`config.mk`:
```
export PLATFORM = sky130hd
export DESIGN_NAME = riscCore
export DESIGN_NICKNAME = d
export VERILOG_FILES = /design/src/rvPkg.sv /design/src/decodeIf.sv /design/src/riscCore.sv /design/src/branchUnit.sv /design/src/intAlu.sv /design/src/regFile.sv /design/src/instDecoder.sv
export SDC_FILE = /design/constraint.sdc
export NUM_CORES = 2
export LEC_CHECK = 0
export ABC_CLOCK_PERIOD_IN_PS = 8100
export BUFFER_PORTS_ARGS = -buffer_cell sky130_fd_sc_hd__buf_2
export CAP_MARGIN = 30
export CORE_MARGIN = 3
export CORE_UTILIZATION = 35
export CTS_CLUSTER_DIAMETER = 100
export CTS_CLUSTER_SIZE = 8
export DETAILED_ROUTE_END_ITERATION = 6
export PLACE_DENSITY_LB_ADDON = 0.3
export SETUP_SLACK_MARGIN = 0.3
export SLEW_MARGIN = 0
export SYNTH_ARGS = -nofsm -noshare
export SYNTH_HDL_FRONTEND = slang
export SYNTH_HIERARCHICAL = 1
export SYNTH_SLANG_ARGS = --single-unit
```
`constraint.sdc`:
```
create_clock -name clk -period 8.1 [get_ports clk]
set_clock_uncertainty 0.15 [all_clocks]
set_input_delay 1.215 -clock clk [delete_from_list [all_inputs] [get_ports clk]]
set_output_delay 1.215 -clock clk [all_outputs]
set_load 0.02 [all_outputs]
```
`src/rvPkg.sv`:
```
package rvPkg;

    localparam int XLEN = 32;

    typedef logic [XLEN-1:0] word_t;
    typedef logic [4:0] regAddr_t;

    // major opcodes the core knows about
    typedef enum logic [6:0] {
        OP     = 7'b0110011,
        OP_IMM = 7'b0010011,
        LOAD   = 7'b0000011,
        STORE  = 7'b0100011,
        BRANCH = 7'b1100011,
        JAL    = 7'b1101111,
        JALR   = 7'b1100111,
        LUI    = 7'b0110111,
        AUIPC  = 7'b0010111
    } opcode_t;

    // funct3 for OP and OP_IMM
    typedef enum logic [2:0] {
        ALU_ADD  = 3'b000, // add, sub, addi
        ALU_SLL  = 3'b001,
        ALU_SLT  = 3'b010,
        ALU_SLTU = 3'b011,
        ALU_XOR  = 3'b100,
        ALU_SR   = 3'b101, // srl and sra share it
        ALU_OR   = 3'b110,
        ALU_AND  = 3'b111
    } aluOp_t;

    // funct3 for BRANCH, codes 2 and 3 are unused
    typedef enum logic [2:0] {
        BR_EQ  = 3'b000,
        BR_NE  = 3'b001,
        BR_LT  = 3'b100,
        BR_GE  = 3'b101,
        BR_LTU = 3'b110,
        BR_GEU = 3'b111
    } branchOp_t;

    localparam logic [2:0] FUNCT3_WORD = 3'b010; // lw and sw
    localparam logic [6:0] FUNCT7_ALT = 7'b0100000; // sub and sra
    localparam word_t INST_BYTES = 32'd4;

endpackage
```
`src/decodeIf.sv`:
```
`timescale 1ns/1ps

interface decodeIf;

    rvPkg::opcode_t opcode;
    logic [2:0] funct3;
    logic [6:0] funct7;

    rvPkg::regAddr_t rs1;
    rvPkg::regAddr_t rs2;
    rvPkg::regAddr_t rd;

    // sign extended immediates, one per format
    rvPkg::word_t immI;
    rvPkg::word_t immS;
    rvPkg::word_t immB;
    rvPkg::word_t immU;
    rvPkg::word_t immJ;

    modport producer (
        output opcode, funct3, funct7, rs1, rs2, rd,
        output immI, immS, immB, immU, immJ
    );

    modport consumer (
        input opcode, funct3, funct7, rs1, rs2, rd,
        input immI, immS, immB, immU, immJ
    );

endinterface

```
`src/riscCore.sv`:
```
`timescale 1ns/1ps

module riscCore #(
    parameter rvPkg::word_t ResetPc = '0
) (
    input logic clk,
    input logic rst,
    output rvPkg::word_t pc,
    input rvPkg::word_t instWord,
    output rvPkg::word_t dataAddr,
    output rvPkg::word_t dataWrite,
    output logic dataWen,
    input rvPkg::word_t dataRead,
    output logic halt
);

    decodeIf decBus ();

    rvPkg::word_t rs1Data;
    rvPkg::word_t rs2Data;
    rvPkg::word_t aluResult;
    rvPkg::word_t nextPc;
    rvPkg::word_t rdData;
    logic aluIllegal;
    logic branchIllegal;
    logic opKnown;
    logic writesRd;
    logic isLoad;
    logic isStore;
    logic memIllegal;
    logic regWen;

    instDecoder decoder (
        .instWord (instWord),
        .dec      (decBus)
    );

    regFile regs (
        .clk     (clk),
        .rst     (rst),
        .rs1     (decBus.rs1),
        .rs2     (decBus.rs2),
        .rs1Data (rs1Data),
        .rs2Data (rs2Data),
        .rd      (decBus.rd),
        .rdData  (rdData),
        .wen     (regWen)
    );

    intAlu alu (
        .dec     (decBus),
        .rs1Data (rs1Data),
        .rs2Data (rs2Data),
        .result  (aluResult),
        .illegal (aluIllegal)
    );

    branchUnit branch (
        .dec     (decBus),
        .pc      (pc),
        .rs1Data (rs1Data),
        .rs2Data (rs2Data),
        .nextPc  (nextPc),
        .illegal (branchIllegal)
    );

    // writeback source per opcode
    always_comb begin
        opKnown = 1'b1;
        writesRd = 1'b1;
        rdData = aluResult;
        case (decBus.opcode)
            rvPkg::OP, rvPkg::OP_IMM: rdData = aluResult;
            rvPkg::LOAD:              rdData = dataRead;
            rvPkg::JAL, rvPkg::JALR:  rdData = pc + rvPkg::INST_BYTES; // link address
            rvPkg::LUI:               rdData = decBus.immU;
            rvPkg::AUIPC:             rdData = pc + decBus.immU;
            rvPkg::STORE, rvPkg::BRANCH: writesRd = 1'b0;
            default: begin
                opKnown = 1'b0; // unknown opcode
                writesRd = 1'b0;
            end
        endcase
    end

    assign isLoad = (decBus.opcode == rvPkg::LOAD);
    assign isStore = (decBus.opcode == rvPkg::STORE);

    assign dataAddr = rs1Data + (isStore ? decBus.immS : decBus.immI);
    assign dataWrite = rs2Data;

    // word access only, and it must be aligned
    assign memIllegal = (isLoad || isStore) &&
                        ((decBus.funct3 != rvPkg::FUNCT3_WORD) || (dataAddr[1:0] != 2'b00));

    assign halt = !opKnown || memIllegal || aluIllegal || branchIllegal;

    // nothing architectural changes once halted or in reset
    assign dataWen = isStore && !halt && rst;
    assign regWen = writesRd && !halt && rst;

    always_ff @(posedge clk) begin
        if (!rst) begin
            pc <= ResetPc;
        end else if (!halt) begin
            pc <= nextPc; // frozen while halted
        end
    end

    assert property (@(posedge clk) disable iff (!rst) pc[1:0] == 2'b00)
        else $error("pc lost word alignment");

endmodule

```
`src/branchUnit.sv`:
```
`timescale 1ns/1ps

module branchUnit (
    decodeIf.consumer dec,
    input rvPkg::word_t pc,
    input rvPkg::word_t rs1Data,
    input rvPkg::word_t rs2Data,
    output rvPkg::word_t nextPc,
    output logic illegal
);

    rvPkg::branchOp_t brOp;
    logic unsignedLess;
    logic signedLess;
    logic taken;
    rvPkg::word_t jalrSum;

    assign brOp = rvPkg::branchOp_t'(dec.funct3);
    assign unsignedLess = (rs1Data < rs2Data);
    assign signedLess = (rs1Data[rvPkg::XLEN-1] != rs2Data[rvPkg::XLEN-1]) ?
                        rs1Data[rvPkg::XLEN-1] : unsignedLess;
    assign jalrSum = rs1Data + dec.immI;

    always_comb begin
        case (brOp)
            rvPkg::BR_EQ:  taken = (rs1Data == rs2Data);
            rvPkg::BR_NE:  taken = (rs1Data != rs2Data);
            rvPkg::BR_LT:  taken = signedLess;
            rvPkg::BR_GE:  taken = !signedLess;
            rvPkg::BR_LTU: taken = unsignedLess;
            rvPkg::BR_GEU: taken = !unsignedLess;
            default:       taken = 1'b0; // codes 2 and 3
        endcase
    end

    always_comb begin
        nextPc = pc + rvPkg::INST_BYTES; // fall through
        illegal = 1'b0;
        case (dec.opcode)
            rvPkg::BRANCH: begin
                if (taken) begin
                    nextPc = pc + dec.immB;
                end
                illegal = (dec.funct3 == 3'd2) || (dec.funct3 == 3'd3);
            end
            rvPkg::JAL:  nextPc = pc + dec.immJ;
            rvPkg::JALR: begin
                nextPc = {jalrSum[rvPkg::XLEN-1:1], 1'b0}; // clear bit 0
                illegal = (dec.funct3 != 3'd0);
            end
            default: ;
        endcase
    end

    // branch offsets stay multiples of four in a legal program
    always_comb begin
        if ((dec.opcode == rvPkg::BRANCH) && !illegal) begin
            assert (nextPc[1:0] == 2'b00)
                else $error("branch target not word aligned");
        end
    end

endmodule

```
`src/intAlu.sv`:
```
`timescale 1ns/1ps

module intAlu (
    decodeIf.consumer dec,
    input rvPkg::word_t rs1Data,
    input rvPkg::word_t rs2Data,
    output rvPkg::word_t result,
    output logic illegal
);

    logic isOp;
    logic isOpImm;
    rvPkg::aluOp_t aluOp;
    rvPkg::word_t opB;
    logic [6:0] upper;
    logic upperZero;
    logic upperAlt;
    logic upperBad;
    logic [4:0] shamt;
    logic unsignedLess;
    logic signedLess;
    rvPkg::word_t srlValue;
    rvPkg::word_t sraValue;

    assign isOp = (dec.opcode == rvPkg::OP);
    assign isOpImm = (dec.opcode == rvPkg::OP_IMM);
    assign aluOp = rvPkg::aluOp_t'(dec.funct3);

    assign opB = isOp ? rs2Data : dec.immI; // immediate form uses immI
    assign upper = dec.funct7; // same bits as the shift imm top bits
    assign upperZero = (upper == 7'b0);
    assign upperAlt = (upper == rvPkg::FUNCT7_ALT);
    assign shamt = opB[4:0];

    assign unsignedLess = (rs1Data < opB);
    // differing signs decide on their own
    assign signedLess = (rs1Data[rvPkg::XLEN-1] != opB[rvPkg::XLEN-1]) ?
                        rs1Data[rvPkg::XLEN-1] : unsignedLess;

    assign srlValue = rs1Data >> shamt;
    assign sraValue = rs1Data[rvPkg::XLEN-1] ?
                      (srlValue | ~({rvPkg::XLEN{1'b1}} >> shamt)) : srlValue; // fill with sign

    always_comb begin
        case (aluOp)
            rvPkg::ALU_ADD:  result = (isOp && upperAlt) ? rs1Data - opB : rs1Data + opB;
            rvPkg::ALU_SLL:  result = rs1Data << shamt;
            rvPkg::ALU_SLT:  result = {{(rvPkg::XLEN-1){1'b0}}, signedLess};
            rvPkg::ALU_SLTU: result = {{(rvPkg::XLEN-1){1'b0}}, unsignedLess};
            rvPkg::ALU_XOR:  result = rs1Data ^ opB;
            rvPkg::ALU_SR:   result = upperAlt ? sraValue : srlValue;
            rvPkg::ALU_OR:   result = rs1Data | opB;
            rvPkg::ALU_AND:  result = rs1Data & opB;
            default:         result = '0;
        endcase
    end

    // legal encodings of the upper seven bits per funct3
    always_comb begin
        case (aluOp)
            rvPkg::ALU_ADD:  upperBad = isOp && !(upperZero || upperAlt); // addi takes any imm
            rvPkg::ALU_SR:   upperBad = !(upperZero || upperAlt);
            rvPkg::ALU_SLL:  upperBad = !upperZero;
            rvPkg::ALU_SLT:  upperBad = isOp && !upperZero;
            rvPkg::ALU_SLTU: upperBad = isOp && !upperZero;
            rvPkg::ALU_XOR:  upperBad = isOp && !upperZero;
            rvPkg::ALU_OR:   upperBad = isOp && !upperZero;
            rvPkg::ALU_AND:  upperBad = isOp && !upperZero;
            default:         upperBad = 1'b1; // unknown funct3
        endcase
    end

    assign illegal = (isOp || isOpImm) && upperBad; // other opcodes belong elsewhere

endmodule

```
`src/regFile.sv`:
```
`timescale 1ns/1ps

module regFile (
    input logic clk,
    input logic rst,
    input rvPkg::regAddr_t rs1,
    input rvPkg::regAddr_t rs2,
    output rvPkg::word_t rs1Data,
    output rvPkg::word_t rs2Data,
    input rvPkg::regAddr_t rd,
    input rvPkg::word_t rdData,
    input logic wen
);

    rvPkg::word_t regs [1:31]; // x0 has no storage

    always_ff @(posedge clk) begin
        if (!rst) begin
            for (int i = 1; i < 32; i++) begin
                regs[i] <= '0;
            end
        end else if (wen && (rd != '0)) begin
            regs[rd] <= rdData; // writes to x0 dropped
        end
    end

    // x0 reads as zero
    assign rs1Data = (rs1 == '0) ? '0 : regs[rs1];
    assign rs2Data = (rs2 == '0) ? '0 : regs[rs2];

    // the core must hold its write enable low through reset
    assert property (@(posedge clk) !rst |-> !wen)
        else $error("register write requested during reset");

endmodule

```
`src/instDecoder.sv`:
```
`timescale 1ns/1ps

module instDecoder (
    input rvPkg::word_t instWord,
    decodeIf.producer dec
);

    logic signBit;

    assign signBit = instWord[31]; // every immediate extends from bit 31

    // fixed field positions
    assign dec.opcode = rvPkg::opcode_t'(instWord[6:0]);
    assign dec.rd = instWord[11:7];
    assign dec.funct3 = instWord[14:12];
    assign dec.rs1 = instWord[19:15];
    assign dec.rs2 = instWord[24:20];
    assign dec.funct7 = instWord[31:25];

    // I type, loads jalr and op-imm
    assign dec.immI = {
        {20{signBit}},
        instWord[31:20]
    };

    // S type, split around rd position
    assign dec.immS = {
        {20{signBit}},
        instWord[31:25],
        instWord[11:7]
    };

    // B type, halfword offset
    assign dec.immB = {
        {19{signBit}},
        instWord[31],
        instWord[7],
        instWord[30:25],
        instWord[11:8],
        1'b0
    };

    // U type, low bits zero
    assign dec.immU = {
        instWord[31:12],
        12'b0
    };

    // J type, scrambled 20 bit offset
    assign dec.immJ = {
        {11{signBit}},
        instWord[31],
        instWord[19:12],
        instWord[20],
        instWord[30:21],
        1'b0
    };

endmodule

```
# Word-level counts from Yosys, hierarchy flattened

Memory sizes are Yosys's and may differ from the RTL's.
Cells that the tools add are included.

Bitwise gates (word level): 5
Muxes and demuxes: 25
Reduce and logical (&&, ||, !) cells: 36
Equality and inequality tests: 22
Add/subtract/negate cells: 8
Order comparisons: 2
Shift-type cells: 3

Operators by type and width:

| cell                                                 | number |
|---|---|
| 2-to-1 mux 32 bit                                    | 8 |
| case mux 32 bit (8 select lines)                     | 1 |
| adder 32 bit                                         | 6 |
| case mux 32 bit (4 select lines)                     | 1 |
| case mux 32 bit (3 select lines)                     | 1 |
| < comparator 32 bit                                  | 2 |
| OR 32 bit                                            | 2 |
| adder 32 x 3 -> 32 bit (second input constant)       | 1 |
| AND 32 bit                                           | 1 |
| equality test 32 bit                                 | 1 |
| != test 32 bit                                       | 1 |
| NOT 32 bit                                           | 1 |
| OR reduction 32 bit                                  | 1 |
| << shifter 32 x 5 -> 32 bit                          | 1 |
| right shift 32 x 5 -> 32 bit                         | 1 |
| right shift 32 x 5 -> 32 bit (first input constant)  | 1 |
| subtractor 32 bit                                    | 1 |
| bitwise XOR 32 bit                                   | 1 |
| equality test 7 x 6 -> 1 bit (second input constant) | 4 |
| equality test 7 bit (second input constant)          | 3 |
| equality test 7 x 5 -> 1 bit (second input constant) | 2 |
| equality test 3 bit (second input constant)          | 4 |
| logical AND 1 bit                                    | 10 |
| zero test 5 bit                                      | 2 |
| 21 further kinds                                     | 44 |

Flip-flop bits (word level): 32
Memory bits (writable): 992
Memories kept: 1
Input port bits: 66
Logic and storage cells: 103
Output and inout bits: 98

Memory list:

| memory    | depth | bits a word | read ports | clocked after Yosys merged registers in | wr ports | line          | source |
|---|---|---|---|---|---|---|---|
| regs.regs | 31    | 32          | 2          | 0                                       | 31       | regFile.sv:15 | `rvPkg::word_t regs [1:31];` |

# Logic depth before layout (Yosys ltp)

Word-level depth: 18
Mapped depth: 35
Gate-level depth less buffers: 24

# Hierarchy

Netlist, hierarchy kept.

By module, submodules not included:

| module      | area each (µm²) | sequential area each (µm²) | cells each | instances |
|---|---|---|---|---|
| regFile     | 54214.5         | 30749.5                    | 3505       | 1 |
| intAlu      | 9469.1          | 0.0                        | 1472       | 1 |
| branchUnit  | 7085.5          | 0.0                        | 1032       | 1 |
| riscCore    | 6688.9          | 640.6                      | 902        | 1 |
| instDecoder | 1445.1          | 0.0                        | 193        | 1 |

# Least setup slack after synthesis

OpenSTA, ideal clock, no wires.

Path kind: input to register
Start: input instWord[16]
End: memory regs/regs[20][0] in the netlist's numbering, enable pin
Slack: -0.731 ns
Arrival time: 8.215 ns
Setup time: 0.466 ns
Cell stages on the path: 22
Path buffers: 8
Data required time: 7.484 ns
Cells stage by stage: buf_4 > buf_6 > buf_4 > buf_4 > buf_2 > mux4_2 > mux2_2 > o22ai_1 > nor3_1 > inv_1 > fa_1 > nand2_1 > nor4_1 > o21a_1 > buf_2 > buf_2 > nand2_1 > nor2_1 > nand2_1 > or3_1 > clkbuf_1 > o21ai_0

RTL lines:

| element     | line          | source |
|---|---|---|
| from (decl) | riscCore.sv:9 | `input rvPkg::word_t instWord,` |
| to (decl)   | regFile.sv:15 |  |

# Worst setup path in the final report

Start: input instWord[16]
End: output dataAddr[28]

Cells in the longest elaborated chain, start to end: 3
Elaborated cells on any way between the ends: 4
Those cells by class: 1 x add/sub; 1 x mux; 1 x reduce/logical; 1 x memory

RTL lines:

| element                                                        | line           | source |
|---|---|---|
| memory (31 x 32 bit) / zero test 5 bit (equally long branches) | -              |  |
| 2-to-1 mux 32 bit *                                            | regFile.sv:28  | `assign rs1Data = (rs1 == '0) ? '0 : regs[rs1];` |
| net rs1Data[5]                                                 | riscCore.sv:19 | `rvPkg::word_t rs1Data;` |
| adder 32 bit *                                                 | riscCore.sv:89 | `assign dataAddr = rs1Data + (isStore ? decBus.immS : decBus.immI);` |
| to (decl)                                                      | riscCore.sv:10 | `output rvPkg::word_t dataAddr,` |

The timed path passes the listed nets; every way through them passes the cells marked *.

==> flow_metrics.tcl <==
set metrics [dict create \
    status "complete, no violations" \
    syn_area_um2 78900 \
    synth-seq-cells 1056 \
    synth_flop_cell "edfxtp_1" \
    firstDrtPassIters 6 \
    seq_area_frac_synth_pct 39.78 \
    syn2layout_area_growth_pct 18.03 \
    setup_viol 0 \
    period_share_pct 95.64 \
    arrival_ns 6.38 \
    finalNetCount 7922 \
    drc 0 \
    initialDrtViolationCount 9079 \
    wl_per_cell_um 34.32 \
    peakVddDrop_mv 0.1554 \
    power_frac_clock_pct 33.5 \
    cts_inserted_buffers 151 \
    floorplan.initialDensity_pct 35.36 \
    grtUsageTotal_pct 30.43 \
    cts_buffer_depth 3 \
    min_path_type "register to register" \
    critPathBufInv 8 \
    vias 66310 \
    finalHoldViolCount 0 \
    die_area_um2 231200 \
    cp-end-kind "primary output" \
    synthAdderAreaFrac_pct 4.624 \
    finalPower_mw 17.23 \
    switching_share_pct 33.21 \
    dieWidth_um 480.8 \
    drv_cap 0 \
    p_per_area_nw_per_um2 185.1 \
    slew_headroom_pct 25.12 \
    drt_wl_total_mm 362.9 \
    fp-row-count 173 \
    rsz0062_at_grt "false" \
    final.min_clock_period_ns 7.747 \
    cts.sinks 1056 \
    postSynthAreaPerCell_um2 11.11 \
    post_drt_via_cell_ratio 6.269 \
    internal_power_mw 11.51 \
    cp_slowest_stage_delay_ns 0.77 \
    async_flop_share_pct 0 \
    path_cells "buf_12 > buf_12 > buf_16 > buf_16 > buf_4 > mux4_2 > nand2b_1 > a32o_1 > nor4_2 > buf_4 > ha_1 > o21a_1 > o21a_1 > o41a_1 > a21oi_2 > buf_4 > o21a_1 > nor2_1 > a211oi_1 > xnor2_1 > buf_2" \
    ys.warnings.count 6 \
    grt_pass1_vias 64620 \
    cts_tree "built" \
    regArea_um2 31390 \
    cp_top_family "buffers and inverters" \
    synthCells 7104 \
    clkTransAtPathRegs_ns 0.07 \
    synth_cell_types 124 \
    cts_root_buf "clkbuf_16" \
    clock.fmax_mhz 129.1 \
    crit_slowest_cell "nor4_2" \
    drive_gt1_share_pct 26.41 \
    crit_fanout 19 \
    slew_viol_final 0 \
    io_pins 164 \
    crit_path_start_kind "input port" \
    synth_edf_count 1024 \
    fillers 20980 \
    critical_path_class "input port to primary output" \
    grt_remaining_overflow 0 \
    leakage_nw 35.92 \
    synth_compound_area_share_pct 13.25 \
    core_area_um2 223200 \
    grt_pass1_wl_mm 501.8 \
    seqPwrFrac_pct 36.6 \
    cp.required_ns 6.73 \
    synth_top_family_by_area "multiplexers" \
    htreeDepth 4 \
    antenna_left 0 \
    grt_max_degree 55 \
    die_h_um 480.8 \
    hpwl_mm 262.2 \
    gp_congestion 1.044 \
    clock_latency_ns 0.81 \
    synth-simple-area-share_pct 15.03 \
    synthMuxAreaShare_pct 18.73 \
    tightest_slew_ns 1.115 \
    numPortBuffers 163 \
    synth_xor_area_share_pct 2.375 \
    fin_tns_setup_ns 0 \
    antenna_found_initial 32 \
    power.switching_mw 5.723 \
    multi_input_area_um2 43850 \
    power_frac_comb_pct 29.9 \
]
## stage by stage
stage	worst slack [ns]	utilization (%)	hold slack [ns]	cells	instance area, um^2
after floorplan	0.1161	-	0.5065	7148	79100
after global placement	-0.9430	39.70	0.5374	10370	88590
after detailed placement	-0.5397	39.74	0.5610	10380	88680
after CTS	0.3012	41.58	0.5749	10550	92790
after global routing	0.2632	41.72	0.6071	10560	93100
final	0.3532	41.73	0.5708	10580	93130
## tightest hold or removal path: cells and delay by family (launching register included)
| family | cells | cell delay (ns) |
|---|---|---|
| and+or+nand+nor | 1 | 0.06 |
| DFF | 1 | 0.42 |
| muxes | 1 | 0.19 |
## final cells by class
class	count	area share, %
antenna	12	0.03224
inverter	205	0.8290
multi-input combinational	5119	47.08
tap	2975	3.997
clock buffer	164	4.223
timing repair buffer	1035	9.960
sequential	1056	33.71
clock inverter	10	0.1693
## routing by layer
layer  vias to the layer above  wire [um]  track usage [%]
met5                         -        127                0
met4                        18      23000            16.26
met3                       892      36610            6.869
met2                      4215     162000            47.25
met1                     33570     141200            39.51
li1                      27610          -                -
## state kept, by name (all words and copies together) (netlist names)
signal	count
pc	32
regs/regs	1024
## power by group through the flow
stage	sequential, mW	combinational [mW]	clock, mW
final	6.31	5.15	5.78
after global routing	6.32	5.34	6.06
after CTS	6.30	5.00	5.85
after detailed placement	6.40	4.98	0
after global placement	6.39	4.97	0
after floorplan	6.36	2.60	0
## Yosys cell counts (21+ instances only)
cell | number | area [um^2]
a2111oi_1 | 41 | 410.4
a211oi_1 | 61 | 457.9
a21o_1 | 72 | 540.5
a21oi_1 | 387 | 1937
a221oi_1 | 24 | 210.2
a22o_1 | 54 | 473.0
a22oi_1 | 47 | 352.8
a31oi_1 | 59 | 369.1
and2_1 | 1015 | 6350
and3_1 | 40 | 250.2
buf_1 | 29 | 108.9
buf_2 | 74 | 370.4
buf_4 | 237 | 1779
buf_6 | 31 | 349.1
clkbuf_1 | 395 | 1483
dfxtp_1 | 32 | 640.6
edfxtp_1 | 1024 | 30750
ha_1 | 282 | 3528
inv_1 | 202 | 758.2
mux2_2 | 102 | 1149
mux2i_1 | 291 | 2913
mux4_2 | 476 | 10720
nand2_1 | 277 | 1040
nand2b_1 | 37 | 231.5
nand3_1 | 92 | 460.4
nand4_1 | 47 | 294.0
nor2_1 | 317 | 1190
nor2b_1 | 71 | 444.2
nor3_1 | 123 | 615.6
nor4_1 | 24 | 150.1
o211ai_1 | 44 | 330.3
o21a_1 | 34 | 255.2
o21ai_0 | 276 | 1381
o21ai_1 | 32 | 160.2
o21bai_1 | 34 | 255.2
o221ai_1 | 21 | 183.9
o22ai_1 | 138 | 863.3
xnor2_1 | 133 | 1165
xor2_1 | 81 | 709.4
## cells by family (layout without fill, tap and decap cells)
kind of cell	after synthesis	after routing
compound gates	1558	1558
xor+xnor	214	214
fa+ha+maj	288	288
buf+inv	973	1414
flops	1056	1056
mux	869	869
other cells	2	58
simple gates	2144	2144
## timing repair
action | in CTS | in global routing
hold buffers | 0 | 0
gates cloned | 0 | 5
buffers inserted | 0 | 5
pin swaps | 0 | 2
gates resized for setup | 3 | 25
endpoints found under the setup margin | 6 | 318
## worst paths after layout
kind	cells after the start	start	endpoint	slack, ns
min reg2reg	2	pc[0]	pc[0]	0.57
min	2	pc[0]	pc[0]	0.57
max reg2reg	28	regs/regs[26][1]	regs/regs[24][18]	1.00
max	21	instWord[16]	dataAddr[28]	0.35
## cell usage in the layout (no fill, tap or decap), types with 69 or more instances in the layout
| cell | count |
|---|---|
| a21oi_1 | 382 |
| nand2_1 | 277 |
| xnor2_1 | 133 |
| edfxtp_1 | 1024 |
| mux4_2 | 476 |
| nor3_1 | 85 |
| and2_1 | 1014 |
| clkbuf_16 | 160 |
| mux2_2 | 102 |
| ha_1 | 282 |
| o22ai_1 | 133 |
| mux2i_1 | 290 |
| o21ai_0 | 241 |
| nor2_1 | 282 |
| buf_12 | 131 |
| buf_2 | 157 |
| nand3_1 | 92 |
| buf_4 | 721 |
| xor2_1 | 81 |
| a21o_1 | 72 |
| nor2b_1 | 69 |
| inv_1 | 202 |
Power figures use the tool's default switching activity.
